--- src/filter_pkg.sv ---
// ~~~~~~~~~~~~~~~~~~~~~~~~~~~~~~~~~~~~~~~~~~~~~~~~~~~~~~~~~~~~~~~~~~~~~~~~~~~~
// shared definitions for the image filter processing side
// filter selection enum, pixel channel width, key count and the constants
// for key debouncing and the brightness filter
// referenced by scoped name from the rtl and the testbench
// ~~~~~~~~~~~~~~~~~~~~~~~~~~~~~~~~~~~~~~~~~~~~~~~~~~~~~~~~~~~~~~~~~~~~~~~~~~~~

package filter_pkg;

    // filter choice, one per key
    // key 0 colour, key 1 blur, key 2 brightness, key 3 edges
    typedef enum logic [1:0] {
        COLOUR     = 2'd0,
        BLUR       = 2'd1,
        BRIGHTNESS = 2'd2,
        EDGES      = 2'd3
    } filter_e;

    // number of push keys on the board
    localparam int KEY_COUNT = 4;

    // width of one colour channel
    localparam int PIXEL_W = 8;

    // largest channel value, used for saturation
    localparam logic [PIXEL_W-1:0] PIXEL_MAX = '1;

    // clk cycles between key sample strobes
    // kept small so simulation stays short, a board build would use a much
    // larger divide
    localparam int TICK_DIV = 4;

    // width of the sample tick counter
    localparam int TICK_W = (TICK_DIV > 1) ? $clog2(TICK_DIV) : 1;

    // consecutive agreeing samples before the debounced level flips
    localparam int DEBOUNCE_COUNT = 3;

    // width of the debounce stability counter
    localparam int DEBOUNCE_W = $clog2(DEBOUNCE_COUNT + 1);

    // added to each channel by the brightness filter
    localparam logic [PIXEL_W-1:0] BRIGHT_OFFSET = PIXEL_W'(48);

endpackage

--- src/filter_select_fsm.sv ---
// ~~~~~~~~~~~~~~~~~~~~~~~~~~~~~~~~~~~~~~~~~~~~~~~~~~~~~~~~~~~~~~~~~~~~~~~~~~~~
// filter selection state machine
// keeps the current filter and moves to the filter of a pressed key
// the lowest key index wins when several press pulses arrive together
// ~~~~~~~~~~~~~~~~~~~~~~~~~~~~~~~~~~~~~~~~~~~~~~~~~~~~~~~~~~~~~~~~~~~~~~~~~~~~

`timescale 1ns/1ps

module filter_select_fsm (
    input  logic                             clk,
    input  logic                             reset,
    input  logic [filter_pkg::KEY_COUNT-1:0] press,
    output filter_pkg::filter_e              filter_type
);

    filter_pkg::filter_e state;
    filter_pkg::filter_e state_next;

    // key to filter mapping
    // key 0 colour, key 1 blur, key 2 brightness, key 3 edges
    always_comb begin
        state_next = state;
        if (press[0]) begin
            state_next = filter_pkg::COLOUR;
        end else if (press[1]) begin
            state_next = filter_pkg::BLUR;
        end else if (press[2]) begin
            state_next = filter_pkg::BRIGHTNESS;
        end else if (press[3]) begin
            state_next = filter_pkg::EDGES;
        end
    end

    // start on colour, which passes pixels through
    always_ff @(posedge clk) begin
        if (reset) begin
            state <= filter_pkg::COLOUR;
        end else begin
            state <= state_next;
        end
    end

    assign filter_type = state;

    // key 0 overrides any other key pressed in the same cycle
    a_key0_colour: assert property (@(posedge clk) disable iff (reset)
        press[0] |=> (filter_type == filter_pkg::COLOUR));

endmodule

--- src/image_filter_top.sv ---
// ~~~~~~~~~~~~~~~~~~~~~~~~~~~~~~~~~~~~~~~~~~~~~~~~~~~~~~~~~~~~~~~~~~~~~~~~~~~~
// image filter processing top level
// four keys pick the filter, the pixel stream is filtered with two cycles of
// latency, only plain ports so it drops into a board top or a testbench
// ~~~~~~~~~~~~~~~~~~~~~~~~~~~~~~~~~~~~~~~~~~~~~~~~~~~~~~~~~~~~~~~~~~~~~~~~~~~~

`timescale 1ns/1ps

module image_filter_top (
    input  logic                             clk,
    input  logic                             reset,
    // active high, pressed
    input  logic [filter_pkg::KEY_COUNT-1:0] key,
    input  logic                             pixel_valid,
    input  logic                             line_start,
    input  logic [filter_pkg::PIXEL_W-1:0]   in_r,
    input  logic [filter_pkg::PIXEL_W-1:0]   in_g,
    input  logic [filter_pkg::PIXEL_W-1:0]   in_b,
    output logic                             out_valid,
    output logic [filter_pkg::PIXEL_W-1:0]   out_r,
    output logic [filter_pkg::PIXEL_W-1:0]   out_g,
    output logic [filter_pkg::PIXEL_W-1:0]   out_b,
    output filter_pkg::filter_e              filter_type
);

    // shared key sample strobe
    logic sample_en;

    // one press pulse per key
    logic [filter_pkg::KEY_COUNT-1:0] press;

    sample_tick i_sample_tick (
        .clk       (clk),
        .reset     (reset),
        .sample_en (sample_en)
    );

    // identical conditioner per key, all on the same strobe
    for (genvar i = 0; i < filter_pkg::KEY_COUNT; i++) begin : g_key
        key_conditioner i_key_conditioner (
            .clk       (clk),
            .reset     (reset),
            .sample_en (sample_en),
            .key       (key[i]),
            .pressed   (),
            .press     (press[i])
        );
    end

    filter_select_fsm i_filter_select_fsm (
        .clk         (clk),
        .reset       (reset),
        .press       (press),
        .filter_type (filter_type)
    );

    // filter is sampled together with each pixel
    pixel_filter i_pixel_filter (
        .clk         (clk),
        .reset       (reset),
        .filter_type (filter_type),
        .pixel_valid (pixel_valid),
        .line_start  (line_start),
        .in_r        (in_r),
        .in_g        (in_g),
        .in_b        (in_b),
        .out_valid   (out_valid),
        .out_r       (out_r),
        .out_g       (out_g),
        .out_b       (out_b)
    );

endmodule

--- src/key_conditioner.sv ---
// ~~~~~~~~~~~~~~~~~~~~~~~~~~~~~~~~~~~~~~~~~~~~~~~~~~~~~~~~~~~~~~~~~~~~~~~~~~~~
// conditioning for one push key
// two flop synchroniser, sample based debounce and rising edge detect
// pressed is the debounced level, press a one-cycle pulse per key press
// ~~~~~~~~~~~~~~~~~~~~~~~~~~~~~~~~~~~~~~~~~~~~~~~~~~~~~~~~~~~~~~~~~~~~~~~~~~~~

`timescale 1ns/1ps

module key_conditioner (
    input  logic clk,
    input  logic reset,
    input  logic sample_en,
    input  logic key,
    output logic pressed,
    output logic press
);

    // synchroniser stages, key is asynchronous to clk
    logic key_meta;
    logic key_sync;

    // samples in a row that disagree with the debounced level
    logic [filter_pkg::DEBOUNCE_W-1:0] stable_cnt;

    // debounced level one cycle back, for edge detect
    logic pressed_d;

    // count value at which the next agreeing sample flips the level
    localparam logic [filter_pkg::DEBOUNCE_W-1:0] STABLE_LAST =
        filter_pkg::DEBOUNCE_W'(filter_pkg::DEBOUNCE_COUNT - 1);

    always_ff @(posedge clk) begin
        if (reset) begin
            key_meta <= 1'b0;
            key_sync <= 1'b0;
        end else begin
            key_meta <= key;
            key_sync <= key_meta;
        end
    end

    // debounce
    // any sample back at the current level restarts the count, so a short
    // glitch never collects DEBOUNCE_COUNT samples
    always_ff @(posedge clk) begin
        if (reset) begin
            stable_cnt <= '0;
            pressed    <= 1'b0;
        end else if (key_sync == pressed) begin
            stable_cnt <= '0;
        end else if (sample_en) begin
            if (stable_cnt == STABLE_LAST) begin
                // enough samples agree, take the new level
                stable_cnt <= '0;
                pressed    <= key_sync;
            end else begin
                stable_cnt <= stable_cnt + 1'b1;
            end
        end
    end

    // rising edge of the debounced level, one cycle behind it
    always_ff @(posedge clk) begin
        if (reset) begin
            pressed_d <= 1'b0;
            press     <= 1'b0;
        end else begin
            pressed_d <= pressed;
            press     <= pressed & ~pressed_d;
        end
    end

    // one pulse per press, the level must drop before another edge
    a_press_single: assert property (@(posedge clk) disable iff (reset)
        press |=> !press);

endmodule

--- src/pixel_filter.sv ---
// ~~~~~~~~~~~~~~~~~~~~~~~~~~~~~~~~~~~~~~~~~~~~~~~~~~~~~~~~~~~~~~~~~~~~~~~~~~~~
// two stage rgb pixel filter pipeline
// stage 1 registers the pixel, its filter and the previous pixel on the line
// stage 2 applies colour, blur, brightness or edges per channel
// fixed latency of two cycles, a new pixel may enter every cycle
// ~~~~~~~~~~~~~~~~~~~~~~~~~~~~~~~~~~~~~~~~~~~~~~~~~~~~~~~~~~~~~~~~~~~~~~~~~~~~

`timescale 1ns/1ps

module pixel_filter (
    input  logic                           clk,
    input  logic                           reset,
    input  filter_pkg::filter_e            filter_type,
    input  logic                           pixel_valid,
    input  logic                           line_start,
    input  logic [filter_pkg::PIXEL_W-1:0] in_r,
    input  logic [filter_pkg::PIXEL_W-1:0] in_g,
    input  logic [filter_pkg::PIXEL_W-1:0] in_b,
    output logic                           out_valid,
    output logic [filter_pkg::PIXEL_W-1:0] out_r,
    output logic [filter_pkg::PIXEL_W-1:0] out_g,
    output logic [filter_pkg::PIXEL_W-1:0] out_b
);

    // stage 1 state
    logic                           s1_valid;
    filter_pkg::filter_e            s1_filter;
    logic [filter_pkg::PIXEL_W-1:0] s1_r;
    logic [filter_pkg::PIXEL_W-1:0] s1_g;
    logic [filter_pkg::PIXEL_W-1:0] s1_b;
    logic [filter_pkg::PIXEL_W-1:0] s1_prev_r;
    logic [filter_pkg::PIXEL_W-1:0] s1_prev_g;
    logic [filter_pkg::PIXEL_W-1:0] s1_prev_b;

    // one channel of the filter
    function automatic logic [filter_pkg::PIXEL_W-1:0] apply_filter(
        input filter_pkg::filter_e            mode,
        input logic [filter_pkg::PIXEL_W-1:0] cur,
        input logic [filter_pkg::PIXEL_W-1:0] prev
    );
        logic [filter_pkg::PIXEL_W:0]   sum;
        logic [filter_pkg::PIXEL_W-1:0] result;
        case (mode)
            filter_pkg::BLUR: begin
                // floor of the mean, carry kept in the extra bit
                sum    = {1'b0, cur} + {1'b0, prev};
                result = sum[filter_pkg::PIXEL_W:1];
            end
            filter_pkg::BRIGHTNESS: begin
                sum = {1'b0, cur} + {1'b0, filter_pkg::BRIGHT_OFFSET};
                // saturate on carry out
                if (sum[filter_pkg::PIXEL_W]) begin
                    result = filter_pkg::PIXEL_MAX;
                end else begin
                    result = sum[filter_pkg::PIXEL_W-1:0];
                end
            end
            filter_pkg::EDGES: begin
                // absolute difference to the left neighbour
                if (cur >= prev) begin
                    result = cur - prev;
                end else begin
                    result = prev - cur;
                end
            end
            default: begin
                // colour, straight through
                result = cur;
            end
        endcase
        return result;
    endfunction

    always_ff @(posedge clk) begin
        if (reset) begin
            s1_valid <= 1'b0;
        end else begin
            s1_valid <= pixel_valid;
        end
    end

    // stage 1 payload only loads on a valid pixel, so s1_r/g/b always hold
    // the last pixel seen and serve as the left neighbour of the next one
    always_ff @(posedge clk) begin
        if (pixel_valid) begin
            s1_filter <= filter_type;
            s1_r      <= in_r;
            s1_g      <= in_g;
            s1_b      <= in_b;
            if (line_start) begin
                // first pixel of a line is its own neighbour
                s1_prev_r <= in_r;
                s1_prev_g <= in_g;
                s1_prev_b <= in_b;
            end else begin
                s1_prev_r <= s1_r;
                s1_prev_g <= s1_g;
                s1_prev_b <= s1_b;
            end
        end
    end

    // stage 2
    always_ff @(posedge clk) begin
        if (reset) begin
            out_valid <= 1'b0;
        end else begin
            out_valid <= s1_valid;
        end
    end

    always_ff @(posedge clk) begin
        if (s1_valid) begin
            out_r <= apply_filter(s1_filter, s1_r, s1_prev_r);
            out_g <= apply_filter(s1_filter, s1_g, s1_prev_g);
            out_b <= apply_filter(s1_filter, s1_b, s1_prev_b);
        end
    end

    // every pixel leaves exactly two cycles after it enters
    a_latency: assert property (@(posedge clk) disable iff (reset)
        ##2 (out_valid == $past(pixel_valid, 2)));

endmodule

--- src/sample_tick.sv ---
// ~~~~~~~~~~~~~~~~~~~~~~~~~~~~~~~~~~~~~~~~~~~~~~~~~~~~~~~~~~~~~~~~~~~~~~~~~~~~
// key sample strobe generator
// divides clk down to a one-cycle pulse every TICK_DIV cycles, shared by
// all key conditioners so they sample on the same cycle
// ~~~~~~~~~~~~~~~~~~~~~~~~~~~~~~~~~~~~~~~~~~~~~~~~~~~~~~~~~~~~~~~~~~~~~~~~~~~~

`timescale 1ns/1ps

module sample_tick (
    input  logic clk,
    input  logic reset,
    output logic sample_en
);

    // free running divide counter
    logic [filter_pkg::TICK_W-1:0] tick_cnt;

    // last count value before the wrap
    localparam logic [filter_pkg::TICK_W-1:0] TICK_LAST =
        filter_pkg::TICK_W'(filter_pkg::TICK_DIV - 1);

    always_ff @(posedge clk) begin
        if (reset) begin
            tick_cnt  <= '0;
            sample_en <= 1'b0;
        end else begin
            // pulse on the wrap, low on every other cycle
            if (tick_cnt == TICK_LAST) begin
                tick_cnt  <= '0;
                sample_en <= 1'b1;
            end else begin
                tick_cnt  <= tick_cnt + 1'b1;
                sample_en <= 1'b0;
            end
        end
    end

endmodule

--- config.mk ---
export PLATFORM = sky130hd
export DESIGN_NAME = image_filter_top
export DESIGN_NICKNAME = d
export VERILOG_FILES = /design/src/filter_pkg.sv /design/src/filter_select_fsm.sv /design/src/image_filter_top.sv /design/src/key_conditioner.sv /design/src/pixel_filter.sv /design/src/sample_tick.sv
export SDC_FILE = /design/constraint.sdc
export NUM_CORES = 1
export LEC_CHECK = 0
export ABC_AREA = 1
export BUFFER_PORTS_ARGS = -buffer_cell sky130_fd_sc_hd__buf_2
export CAP_MARGIN = 10
export CORE_MARGIN = 4
export CORE_UTILIZATION = 45
export DETAILED_ROUTE_END_ITERATION = 12
export SLEW_MARGIN = 25
export SYNTH_ARGS = -nofsm -noshare
export SYNTH_HDL_FRONTEND = slang
export SYNTH_SLANG_ARGS = --single-unit
--- constraint.sdc ---
create_clock -name clk -period 3.8 [get_ports clk]
set_clock_uncertainty 0.2 [all_clocks]
set_input_delay 1.14 -clock clk [delete_from_list [all_inputs] [get_ports clk]]
set_output_delay 1.14 -clock clk [all_outputs]
set_load 0.05 [all_outputs]
After elaboration in Yosys (flattened, before gate mapping)
Index checks and enable logic that the tools add are counted.
{"block": "word_totals", "regBits": 109, "inputBits": 32, "output_inout_bits": 27, "elab_cells": 117}
{"block": "classes", "addsub": 17, "magnitude_cmp": 3, "n_eq_ne": 12, "muxes": 20, "n_bitwise": 12, "n_reduce_logical": 13}
{"cell": "$mux W8", "count": 9}
{"cell": "$pmux W8 S3", "count": 3}
{"cell": "$sub A8 B8 Y8", "count": 6}
{"cell": "$add A8 B6 Y9 const B", "count": 3}
{"cell": "$add A8 B8 Y9", "count": 3}
{"cell": "$ge A8 B8 Y1", "count": 3}
{"cell": "$eq A2 B2 Y1 const B", "count": 7}
{"cell": "$mux W2", "count": 6}
{"cell": "$reduce_and A3 Y1", "count": 4}
{"cell": "$reduce_or A2 Y1", "count": 6}
{"cell": "$add A2 B1 Y2 const B", "count": 5}
{"cell": "$not A1 Y1", "count": 8}
{"cell": "$and A1 B1 Y1", "count": 4}
{"cell": "$eq A1 B1 Y1", "count": 4}
{"cell": "$reduce_bool A3 Y1", "count": 1}
{"cell": "$reduce_or A3 Y1", "count": 1}
{"cell": "$eq A2 B1 Y1 const B", "count": 1}
{"cell": "$mux W1", "count": 2}
{"cell": "$reduce_bool A2 Y1", "count": 1}

Longest topological paths before layout
Gate-level depths: netlist of run 1.
{"block": "logic_depth", "depth_word": 3, "depth_mapped": 13, "depth_no_buf": 12}

Cells and area by module
A second synthesis of run 1 with hierarchy kept.
{"block": "hier_totals", "cells_unflattened": 1081, "area_unflattened_um2": 8097.8}
{"mod": "pixel_filter", "n_inst": 1, "cells_each": 918, "area_each_um2": 6881.6, "seq_area_each_um2": 2262.2}
{"mod": "key_conditioner", "n_inst": 4, "cells_each": 35, "area_each_um2": 254.0, "seq_area_each_um2": 140.1}
{"mod": "filter_select_fsm", "n_inst": 1, "cells_each": 12, "area_each_um2": 101.3, "seq_area_each_um2": 40.0}
{"mod": "sample_tick", "n_inst": 1, "cells_each": 11, "area_each_um2": 98.8, "seq_area_each_um2": 60.1}

Least setup slack after synthesis of run 1
Ideal clock, no wire load.
{"block": "synth_path", "path_kind": "reg-to-reg", "startpoint": "register i_pixel_filter.s1_g[0] (netlist name)", "endpoint": "register i_pixel_filter.out_g[7] (netlist name) (data pin)", "setup_time_ps": 267, "t_arrival_ps": 1723, "required_time_ps": 3333, "slack_ps": 1610, "stages_incl_launch_ff": 13, "path_buffers": 0, "synth_period_minus_slack_ps": 2190, "path_cell_list": "edfxtp_1 > inv_1 > ha_1 > inv_1 > fa_1 > nand2_1 > nand2_1 > nand3_1 > nand3_4 > inv_4 > nand3_1 > nand3_1 > nand4_1"}
{"block": "synth_via", "elab_chain_len": 3, "word_cells_on_any_way": 8, "cone_classes": "add/sub (4); order compare (1); mux (3)"}
{"item": "start: declaration", "line": "pixel_filter.sv:29", "text": "logic [filter_pkg::PIXEL_W-1:0] s1_g;"}
{"item": "start signal: assignment", "line": "pixel_filter.sv:88", "text": "s1_g <= in_g;"}
{"item": "$sub A8 B8 Y8 (tied with other cells)", "line": "pixel_filter.sv:63", "text": "result = prev - cur;"}
{"item": "$mux W8 (on tied branches)", "line": "pixel_filter.sv:60, pixel_filter.sv:52"}
{"item": "$pmux W8 S3 *", "line": "pixel_filter.sv:43", "text": "case (mode)"}
{"item": "end signal: assignment", "line": "pixel_filter.sv:115", "text": "out_g <= apply_filter(s1_filter, s1_g, s1_prev_g);"}
{"item": "end: declaration", "line": "pixel_filter.sv:21", "text": "output logic [filter_pkg::PIXEL_W-1:0] out_g,"}
Every way passes the cells marked *; elsewhere a longest branch is shown, timed or not.
A chain may end at the register's enable or synchronous reset.

Final worst setup path of run 1
{"block": "layout_path", "startpoint": "register i_pixel_filter.s1_b[0] (netlist name)", "endpoint": "register i_pixel_filter.out_b[2] (netlist name) (data pin)"}
{"block": "layout_via", "elab_chain_len": 3, "word_cells_on_any_way": 8, "cone_classes": "add/sub (4); order compare (1); mux (3)"}
{"item": "start: declaration", "line": "pixel_filter.sv:30", "text": "logic [filter_pkg::PIXEL_W-1:0] s1_b;"}
{"item": "start signal: assignment", "line": "pixel_filter.sv:89", "text": "s1_b <= in_b;"}
{"item": "$sub A8 B8 Y8 (tied with other cells)", "line": "pixel_filter.sv:63"}
{"item": "$mux W8 (on tied branches)", "line": "pixel_filter.sv:60, pixel_filter.sv:52"}
{"item": "$pmux W8 S3 *", "line": "pixel_filter.sv:43"}
{"item": "end signal: assignment", "line": "pixel_filter.sv:116", "text": "out_b <= apply_filter(s1_filter, s1_b, s1_prev_b);"}
{"item": "end: declaration", "line": "pixel_filter.sv:22", "text": "output logic [filter_pkg::PIXEL_W-1:0] out_b"}
Marked as above.

==> summary.md, run 1 <==
| Metric | Value |
|---|---|
| Outcome | complete, no violations |
| Initial core utilization | 46.1% |
| Yosys reg bits | 109 |
| Setup TNS | 0 ps |
| Final setup vio count | 0 |
| Final Hold Fails | 0 |
| Routed wire length | 19.1 mm |
| Critical Path RT | 3690 ps |
| Post-synth top area cell | edfxtp_1 |
| Most frequent cell after synthesis | nand2_1 |
| CTS tree | built |
| Slew HR | 32.0% |
| Antenna violations before repair | 0 |
| Dpl hpwl | 14.6 mm |
| Slew Viols, Final | 0 |
| Crit-path max FO | 9 |
| Startpoint of the lowest-slack register-to-register path | i_pixel_filter.s1_b[0]$_DFFE_PP_ |
| Port bufs | 58 |
| Vias in the first global route | 6391 |
| # DRC | 0 |
| Drt via density | 5.12 |
| Register area share after synthesis | 36.5% |
| EDFF count, synth | 74 |
| Pin count of the biggest net entering global routing | 52 |
| ANT cells | 0 |
| Post-layout nets | 1212 |
| Async set or reset register ratio after synthesis | 0% |
| Worst setup SP type | register |
| Max Clock Freq | 394 MHz |
| Worst Tran Pin Value | 1020 ps |
| Gr usage total | 19.5% |
| Hold slack final | 182 ps |
| DRT iter0 DRCs | 692 |
| DR pass1 iterations | 5 |
| Endpoint class of the critical path | register |
| Max stage delay on crit path | 430 ps |
| Hold Path Class | reg2reg |
| Clock Sinks | 109 |
| DIE HEIGHT | 141 µm |
| Antenna-violating nets left | 0 |
| Root Driver | clkbuf_16 |
| Syn-to-layout area delta | 9.22% |
| Post-CTS Hold Fix Bufs | 0 |
| Max IR drop VDD | 0.256 mV |
| Post-Syn Area | 0.00800 mm² |
| First-pass GRT wire length | 31.4 mm |
| Post-synthesis cell type count | 41 |
| Top post-synthesis cells by area | edfxtp_1 28%, nand2_1 12%, ha_1 11%, inv_1 8.8%, dfxtp_1 8.8% |
| Worst path arrival time | 2430 ps |
| RePlAce Congestion | 0.922 |
| Pleak | 0.00423 µW |
| I/O Pins | 59 |
| Row count | 48 |
| Clk_lat worst skew | 360 ps |
| WP buf/inv | 3 |
| Syn_nets | 1171 |
| Grt total ovfl | 0 |
| Synth Warn # | 0 |
| Drt wl/cell | 14.4 µm |
| Share of the synthesized area in the top cell type | 27.8% |
| CTS Buf Count | 9 |
| Gates resized, CTS repair | 0 |
| Die W | 141 µm |
| Clock Path Buffers | 2 |
| Vias | 6796 |
| Post-synth top cells | 263 x nand2_1, 188 x inv_1, 108 x nand3_1 |
| Pwr Density | 388 mW/mm² |
| Period minus WS final | 2540 ps |
| Post-CTS Setup Inserts | 0 |
| Period utilization | 66.8% |
| Post-synthesis cell count | 1057 |
| CP Class | reg2reg |
| Worst setup path startpoint | i_pixel_filter.s1_b[0]$_DFFE_PP_ |
| Worst path cell trace | inv_1 -> ha_1 -> inv_1 -> fa_1 -> nand2_1 -> nand2_1 -> nand3_2 -> nand3_4 -> inv_2 -> nand2_1 -> nand3_1 -> nand4_1 |
| Worst-path clk slew | 90 ps |
| Layout cell share with drive strength beyond 1 | 9.16% |
| Slowest stage cell, crit path | edfxtp_1 |
| Post-Syn Area per Cell | 7.57 µm² |
| Main flop type after synthesis | edfxtp_1 |
| Max_cap viols | 0 |
| RSZ-0062 raised after global routing | no |
| Worst path most repeated cell | nand2_1 |
| Core area | 0.0174 mm² |
| Die area | 0.0200 mm² |
| Worst hold start | g_key[2].i_key_conditioner.pressed_d$_SDFF_PP0_ |
| CTS H-tree lvls | 3 |
| Kind of cell adding the most delay to the critical path | simple AND/OR/NAND/NOR gates |
==> area by class of cell <==
cell class | instances | area (µm²)
inverter | 192 | 726
sequential | 109 | 2920
timing repair buffer | 61 | 313
fill | 1693 | 8620
clock inverter | 7 | 86.3
multi-input combinational | 725 | 4190
clock buffer | 9 | 225
tap | 225 | 282
==> layout by cell type, fill, tap and decap left out, types with 2 or more instances in the layout <==
master / Yosys / routed
a21oi_1: 34 / 34
o2111ai_1: 2 / 2
o21bai_1: 4 / 4
or2_2: 4 / 4
nand2_2: 2 / 2
nor2_1: 55 / 54
inv_4: 2 / 3
nand4_1: 38 / 38
nand2_1: 263 / 263
a21o_1: 2 / 2
inv_12: 0 / 2
o211ai_1: 5 / 5
a21boi_0: 7 / 7
a21oi_2: 2 / 2
dfxtp_1: 35 / 35
xnor2_1: 8 / 8
ha_1: 73 / 73
inv_1: 188 / 188
inv_2: 2 / 2
o21ai_0: 72 / 72
nand3_1: 108 / 108
clkbuf_16: 0 / 9
or2_1: 2 / 2
nand3_4: 3 / 3
inv_8: 0 / 2
nor2_2: 3 / 3
nor3_1: 10 / 10
nand3_2: 2 / 2
buf_4: 12 / 3
xor2_1: 9 / 9
fa_1: 9 / 9
buf_2: 5 / 58
edfxtp_1: 74 / 74
==> registers in the layout, summed over array words and instances (netlist names), 8 cells and up <==
register / cells
g_key.i_key_conditioner.stable_cnt: 8
i_pixel_filter.out_b: 8
i_pixel_filter.out_g: 8
i_pixel_filter.out_r: 8
i_pixel_filter.s1_b: 8
i_pixel_filter.s1_g: 8
i_pixel_filter.s1_prev_b: 8
i_pixel_filter.s1_prev_g: 8
i_pixel_filter.s1_prev_r: 8
i_pixel_filter.s1_r: 8
==> final timing paths <==
| path | end | slack, ps | cells past startpoint |
|---|---|---|---|
| max | i_pixel_filter.out_b[2]$_DFFE_PP_ | 1260 | 12 |
| min | g_key[2].i_key_conditioner.press$_SDFF_PP0_ | 180 | 1 |
| max reg2reg | i_pixel_filter.out_b[2]$_DFFE_PP_ | 1260 | 12 |
| min reg2reg | g_key[2].i_key_conditioner.press$_SDFF_PP0_ | 180 | 1 |
==> cell families (layout without fill, tap and decap cells) <==
logic type / Yosys count / count (layout) / synth area share, %
simple gates: 493 / 493 / 27.3
buf+inv: 223 / 269 / 11.3
flops: 109 / 109 / 36.5
xor+xnor: 17 / 17 / 1.86
compound gates: 133 / 133 / 9.37
fa+ha+maj: 82 / 82 / 13.7
==> layer usage <==
layer | share of wire (%) | global-route usage [%] | routed length [µm] | vias to the layer above
li1 | - | - | - | 3512
met1 | 49 | 27.6 | 9330 | 3096
met2 | 45 | 31.6 | 8620 | 170
met3 | 4.9 | 3.00 | 942 | 18
met4 | 1.1 | 4.28 | 206 | 0
met5 | 0 | 0 | 0 | -
==> power by group <==
group / total [µW] / switching [µW] / leakage, µW / internal (µW)
clock: 1010 / 527 / 0.000153 / 482
combinational: 970 / 652 / 0.00307 / 318
sequential: 1410 / 60.0 / 0.00101 / 1350
==> through the flow <==
stage | area, µm² | util [%] | setup WS, ps | power (µW) | cells
finish | 8740 | 50.4 | 1260 | 3390 | 1328
global route | 8740 | 50.4 | 1040 | 3600 | 1328
CTS | 8740 | 50.3 | 1300 | 3410 | 1328
detailed placement | 8420 | 48.5 | 1300 | 2400 | 1312
global placement | 8420 | 48.5 | 1340 | 2400 | 1312
floorplan | 8000 | - | 1610 | 2170 | 1057
(Power assumes the default switching activity.)
==> inputs of run 2 (changes only) <==
- clock period: 3.8 -> 2.5 ns (I/O delays scaled with it)
==> summary.md, run 2 (synthesized netlist as in run 1, its figures left out) <==
| Metric | Value |
|---|---|
| Switching Fraction | 36.6% (about the same) |
| Slew HR | 44.9% (+13 points) |
| Met1 usage | 25.5% (-2.1 points) |
| Reg power frac | 40.3% (-1.3 points) |
| Pleak | 0.00439 µW (+3.8%) |
| Clock network fraction of design power | 29.9% (about the same) |
| Gr usage total | 20.0% (+0.51 points) |
| Max_cap viols | 0 (unchanged) |
| Dpl cells | 1337 (+1.9%) |
| Layout cell share with drive strength beyond 1 | 11.9% (+2.8 points) |
| # DRC | 0 (unchanged) |
| GR Layer Usage met3 | 3.51% (+0.51 points) |
| Sw Pwr | 1930 µW (+56%) |
| Die W | 141 µm (unchanged) |
| Port bufs | 58 (unchanged) |
| GR peak layer | met2 |
| DR pass1 iterations | 5 (unchanged) |
| Syn-to-layout area delta | 12.9% |
| Antenna-violating nets left | 0 (unchanged) |
| Worst setup SP type | register |
| Combinational Power Share | 29.7% (+1.1 points) |
| Worst path cell trace | inv_1 -> ha_1 -> inv_1 -> fa_1 -> nand2_1 -> nand2_2 -> nand3_2 -> nand3_4 -> inv_4 -> nand3_1 -> nand3_1 -> nand4_1 |
| RePlAce Congestion | 0.902 (-2.1%) |
| Drt wl/cell | 14.3 µm (-0.59%) |
| CTS Buf Count | 9 (unchanged) |
| Initial core utilization | 46.1% (unchanged) |
| Final setup vio count | 0 (unchanged) |
| Pin count of the biggest net entering global routing | 49 (-5.8%) |
| Final Hold Fails | 0 (unchanged) |
| Row count | 48 (unchanged) |
| Max Clock Freq | 425 MHz (+7.8%) |
| Worst-path clk slew | 90 ps (about the same) |
| Final Core Density | 52.0% (+1.7 points) |
| Slowest stage cell, crit path | edfxtp_1 |
| Clock Sinks | 109 (unchanged) |
| CTS tree | built |
| Post-CTS Hold Fix Bufs | 0 (unchanged) |
| Finished Layout Cells | 1357 (+2.2%) |
| Period utilization | 94.2% (+27 points) |
| Worst Tran Pin Value | 825 ps (-193 ps) |
| Commonest non-fill, non-tap cells in the layout | 261 x nand2_1, 187 x inv_1, 107 x nand3_1 |
| Period minus WS final | 2360 ps (-183 ps) |
| Die area | 0.0200 mm² (unchanged) |
| I/O Pins | 59 (unchanged) |
| Post-DP Area | 0.00865 mm² (+2.7%) |
| Hold Path Class | reg2reg |
| First-pass GRT wire length | 32.1 mm (+2.0%) |
| Commonest non-fill, non-tap cell in the layout | nand2_1 |
| Slew Viols, Final | 0 (unchanged) |
| CP Class | reg2reg |
| DRT iter0 DRCs | 452 (-35%) |
| Power, Total | 5280 µW (+56%) |
| Core area | 0.0174 mm² (unchanged) |
| Endpoint class of the critical path | register |
| Area occupied by multi-input gates | 0.00419 mm² (+0.18%) |
| Clk_lat worst skew | 370 ps (about the same) |
| Routed wire length | 19.4 mm (+1.6%) |
| Outcome | complete, no violations |
| Int Power | 3350 µW (+56%) |
| Dpl hpwl | 14.8 mm (+1.8%) |
| Max stage delay on crit path | 390 ps (-40 ps) |
| Vias in the first global route | 6599 (+3.3%) |
| Final instance area | 0.00903 mm² (+3.3%) |
| FILL cells | 1725 (+1.9%) |
| CTS H-tree lvls | 3 (unchanged) |
| Grt met2 use | 34.2% (+2.7 points) |
| Post-layout nets | 1241 (+2.4%) |
| Crit-path max FO | 6 (-3) |
| Root Driver | clkbuf_16 |
| Setup TNS | 0 ps (unchanged) |
| Grt total ovfl | 0 (unchanged) |
| Worst path arrival time | 2260 ps (-170 ps) |
| Drt via density | 5.16 (+0.76%) |
| Vias | 6997 (+3.0%) |
| ANT cells | 0 (unchanged) |
| Max IR drop VDD | 0.361 mV (+41%) |
| Antenna violations before repair | 0 (unchanged) |
| Pwr Density | 584 mW/mm² (+51%) |
| Register area | 0.00292 mm² (unchanged) |
| Critical Path RT | 2400 ps (-1290 ps) |
| Clock Path Buffers | 2 (unchanged) |
| DIE HEIGHT | 141 µm (unchanged) |
run 2: layout make-up:
| type | instances | area share [%] |
|---|---|---|
| multi-input combinational | 725 | 46.4 |
| sequential | 109 | 32.4 |
| inverter | 192 | 8.06 |
| timing repair buffer | 90 | 6.43 |
| tap | 225 | 3.12 |
| clock buffer | 9 | 2.49 |
| clock inverter | 7 | 1.12 |
run 2: critical path: cells and delay by family, from the launching register on:
kind	cells	cell delay, ps
simple gates	7	660
fa+ha+maj	2	530
flops	1	390
buf+inv	3	300
run 2: metrics by stage:
step | hold slack, ps | worst slack [ps]
finish | 191 | 145
global route | 204 | -11.2
CTS | 196 | 78.8
detailed placement | 179 | 80.3
global placement | 176 | 147
floorplan | 173 | 310
run 2: path summary, 6_finish.rpt:
kind	start	end	slack (ps)	cells after the start
max	i_pixel_filter.s1_r[0]$_DFFE_PP_	i_pixel_filter.out_r[6]$_DFFE_PP_	140	12
min	g_key[3].i_key_conditioner.pressed_d$_SDFF_PP0_	g_key[3].i_key_conditioner.press$_SDFF_PP0_	190	1
max reg2reg	i_pixel_filter.s1_r[0]$_DFFE_PP_	i_pixel_filter.out_r[6]$_DFFE_PP_	140	12
min reg2reg	g_key[3].i_key_conditioner.pressed_d$_SDFF_PP0_	g_key[3].i_key_conditioner.press$_SDFF_PP0_	190	1
run 2: metal layers:
layer	vias up	routed length, µm	share of wire (%)
met4	0	437	2.3
met5	-	0	0
met1	3174	8640	45
met3	45	1020	5.3
met2	207	9300	48
li1	3571	-	-
run 2: power by group through the flow:
stage	clock, µW	combinational (µW)	sequential (µW)
6_report	1580	1570	2130
5_1_grt	1700	1780	2140
4_1_cts	1630	1540	2130
3_5_place_dp	0	1530	2170
3_3_place_gp	0	1530	2170
2_1_floorplan	0	1040	2260
run 2: timing repair:
action,CTS,global route
gates resized for setup,0,6
buffers inserted,0,4
endpoints found under the setup margin,0,20
==> inputs of run 3 (changes only) <==
- CORE_UTILIZATION: 45 -> 50
- PLACE_DENSITY: not set -> 0.68
- SLEW_MARGIN: 25 -> 20
==> summary.md, run 3 (synthesized netlist as in run 1, its figures left out) <==
| Metric | Value |
|---|---|
| Reg2reg end | i_pixel_filter.out_b[7]$_DFFE_PP_ |
| CTS tree | built |
| Layout cell share with drive strength beyond 1 | 11.7% (-0.22 points) |
| ANT cells | 0 (unchanged) |
| DIE HEIGHT | 135 µm (-4.8%) |
| Port bufs | 58 (unchanged) |
| RePlAce Congestion | 0.950 (+5.2%) |
| GR Layer Usage met3 | 3.39% (-0.11 points) |
| Worst path most repeated cell | nand3_1 |
| Row count | 45 (-6.3%) |
| GR peak layer | met2 |
| Grt total ovfl | 0 (unchanged) |
| Clock Sinks | 109 (unchanged) |
| Period utilization | 93.7% (-0.53 points) |
| First-pass GRT wire length | 31.5 mm (-1.9%) |
| Crit-path max FO | 6 (unchanged) |
| Slew Viols, Final | 0 (unchanged) |
| Worst path arrival time | 2240 ps (-20 ps) |
| Initial core utilization | 51.9% (+5.8 points) |
| Reg2reg path depth | 12 (unchanged) |
| Gr usage total | 21.4% (+1.4 points) |
| Clk_lat worst skew | 360 ps (about the same) |
| Drt via density | 5.23 (+1.4%) |
| Routed wire length | 19.2 mm (-0.99%) |
| Max IR drop VDD | 0.439 mV (+21%) |
| Root Driver | clkbuf_16 |
| Worst Tran Pin Value | 846 ps (+20.7 ps) |
| Post-layout nets | 1237 (-0.32%) |
| Pleak | 0.00436 µW (-0.50%) |
| DRT iter0 DRCs | 543 (+20%) |
| Hold slack final | 195 ps (+4.09 ps) |
| # DRC | 0 (unchanged) |
| CTS Buf Count | 9 (unchanged) |
| Met1 usage | 29.3% (+3.8 points) |
| CTS H-tree lvls | 3 (unchanged) |
| I/O Pins | 59 (unchanged) |
| Antenna violations before repair | 0 (unchanged) |
| CP Class | reg2reg |
| Commonest non-fill, non-tap cell in the layout | nand2_1 |
| Antenna-violating nets left | 0 (unchanged) |
| Die area | 0.0181 mm² (-9.5%) |
| Vias in the first global route | 6485 (-1.7%) |
| Commonest non-fill, non-tap cells in the layout | 262 x nand2_1, 187 x inv_1, 107 x nand3_1 |
| Worst setup SP type | register |
| Core area | 0.0154 mm² (-11%) |
| Max Clock Freq | 427 MHz (+0.56%) |
| Startpoint of the lowest-slack register-to-register path | i_pixel_filter.s1_b[0]$_DFFE_PP_ |
| Outcome | complete, no violations |
| Clock Path Buffers | 2 (unchanged) |
| FILL cells | 1489 (-14%) |
| Min-Delay Path Depth | 1 (unchanged) |
| Pwr Density | 579 mW/mm² (-0.87%) |
| Die W | 135 µm (-4.8%) |
| Worst Hold End | g_key[2].i_key_conditioner.press$_SDFF_PP0_ |
| Power, Total | 5190 µW (-1.6%) |
| Worst reg2reg setup slack | 160 ps (about the same) |
| Final Hold Fails | 0 (unchanged) |
| Pin count of the biggest net entering global routing | 52 (+6.1%) |
| Vias | 7004 (+0.10%) |
| Period minus WS final | 2340 ps (-13.2 ps) |
| Post-DP Area | 0.00859 mm² (-0.64%) |
| Slew HR | 43.5% (-1.4 points) |
| RSZ-0062 raised after global routing | no |
| Max_cap viols | 0 (unchanged) |
| Syn-to-layout area delta | 12.1% |
| Endpoint class of the critical path | register |
| Worst-path clk slew | 80 ps (about the same) |
| Drt wl/cell | 14.3 µm (+0.34%) |
| Grt met2 use | 35.6% (+1.4 points) |
| Slowest stage cell, crit path | edfxtp_1 |
| Max stage delay on crit path | 420 ps (+30 ps) |
| Final setup vio count | 0 (unchanged) |
| Final instance area | 0.00897 mm² (-0.72%) |
| Setup TNS | 0 ps (unchanged) |
| Dpl hpwl | 14.6 mm (-1.5%) |
| Hold Path Class | reg2reg |
| DR pass1 iterations | 7 (+2) |
| Critical Path RT | 2400 ps (about the same) |
| Worst hold start | g_key[2].i_key_conditioner.pressed_d$_SDFF_PP0_ |
| Worst path cell trace | inv_2 -> ha_1 -> inv_1 -> fa_1 -> nand2_1 -> nand2_2 -> nand3_2 -> nand3_4 -> inv_4 -> nand3_1 -> nand3_1 -> nand4_1 |
-- run 3: changes by cell type in the layout (fill, tap and decap cells not counted), sizes merged --
cell / change
buf: -6
inv: -2
nand3: +2
clkbuf: +1
clkinv: +1
-- run 3: through the flow --
step | setup slack [ps] | utilization, % | instances
after floorplan | 310 | - | 1057
after global placement | 76.7 | 55.7 | 1318
after detailed placement | 84.0 | 55.7 | 1318
after CTS | 76.3 | 57.7 | 1334
after global routing | 1.19 | 58.1 | 1339
final | 158 | 58.1 | 1339
-- run 3: layout make-up --
class	instances	area [µm²]	share of cell area, %
Tap cell	211	264	2.94
Clock buffer	10	250	2.79
Multi-Input combinational cell	727	4220	47.0
Clock inverter	6	58.8	0.656
Inverter	192	731	8.15
Sequential cell	109	2920	32.6
Timing Repair Buffer	84	523	5.83
-- run 3: worst max-delay path, delay by kind of cell, from the launching register on --
family                     cells  cell delay (ps)
adders and majority gates      2              510
buffers and inverters          3              280
DFF                            1              420
and+or+nand+nor                7              670
-- run 3: how the worst max path moves through the flow --
stage	startpoint	cells past startpoint	slack, ps	end
final	i_pixel_filter.s1_b[0]$_DFFE_PP_	12	160	i_pixel_filter.out_b[7]$_DFFE_PP_
after global routing	i_pixel_filter.s1_b[0]$_DFFE_PP_	12	1	i_pixel_filter.out_b[4]$_DFFE_PP_
after CTS	i_pixel_filter.s1_b[0]$_DFFE_PP_	12	80	i_pixel_filter.out_b[7]$_DFFE_PP_
after detailed placement	i_pixel_filter.s1_b[0]$_DFFE_PP_	12	80	i_pixel_filter.out_b[7]$_DFFE_PP_
after global placement	i_pixel_filter.s1_r[5]$_DFFE_PP_	5	80	i_pixel_filter.out_r[4]$_DFFE_PP_
after floorplan	i_pixel_filter.s1_g[0]$_DFFE_PP_	12	310	i_pixel_filter.out_g[7]$_DFFE_PP_
-- run 3: report_power, final --
| group | internal (µW) | leakage (µW) | switching, µW |
|---|---|---|---|
| logic | 533 | 0.00321 | 1030 |
| registers | 2050 | 0.00101 | 80.0 |
| clock network | 764 | 0.000154 | 738 |
| total | 3350 | 0.00436 | 1850 |
-- run 3: what timing repair did --
item / in CTS / in global routing
setup buffers: 0 / 3
gates resized for setup: 0 / 8
hold endpoints to repair: 0 / 0
endpoints found under the setup margin: 0 / 19
hold buffers: 0 / 0
-- run 3: layer usage --
| metal | wire length, µm | part of all wire [%] | vias to the layer above |
|---|---|---|---|
| li1 | - | - | 3569 |
| met5 | 0 | 0 | - |
| met3 | 1020 | 5.3 | 28 |
| met2 | 9130 | 48 | 218 |
| met1 | 8760 | 46 | 3189 |
| met4 | 293 | 1.5 | 0 |
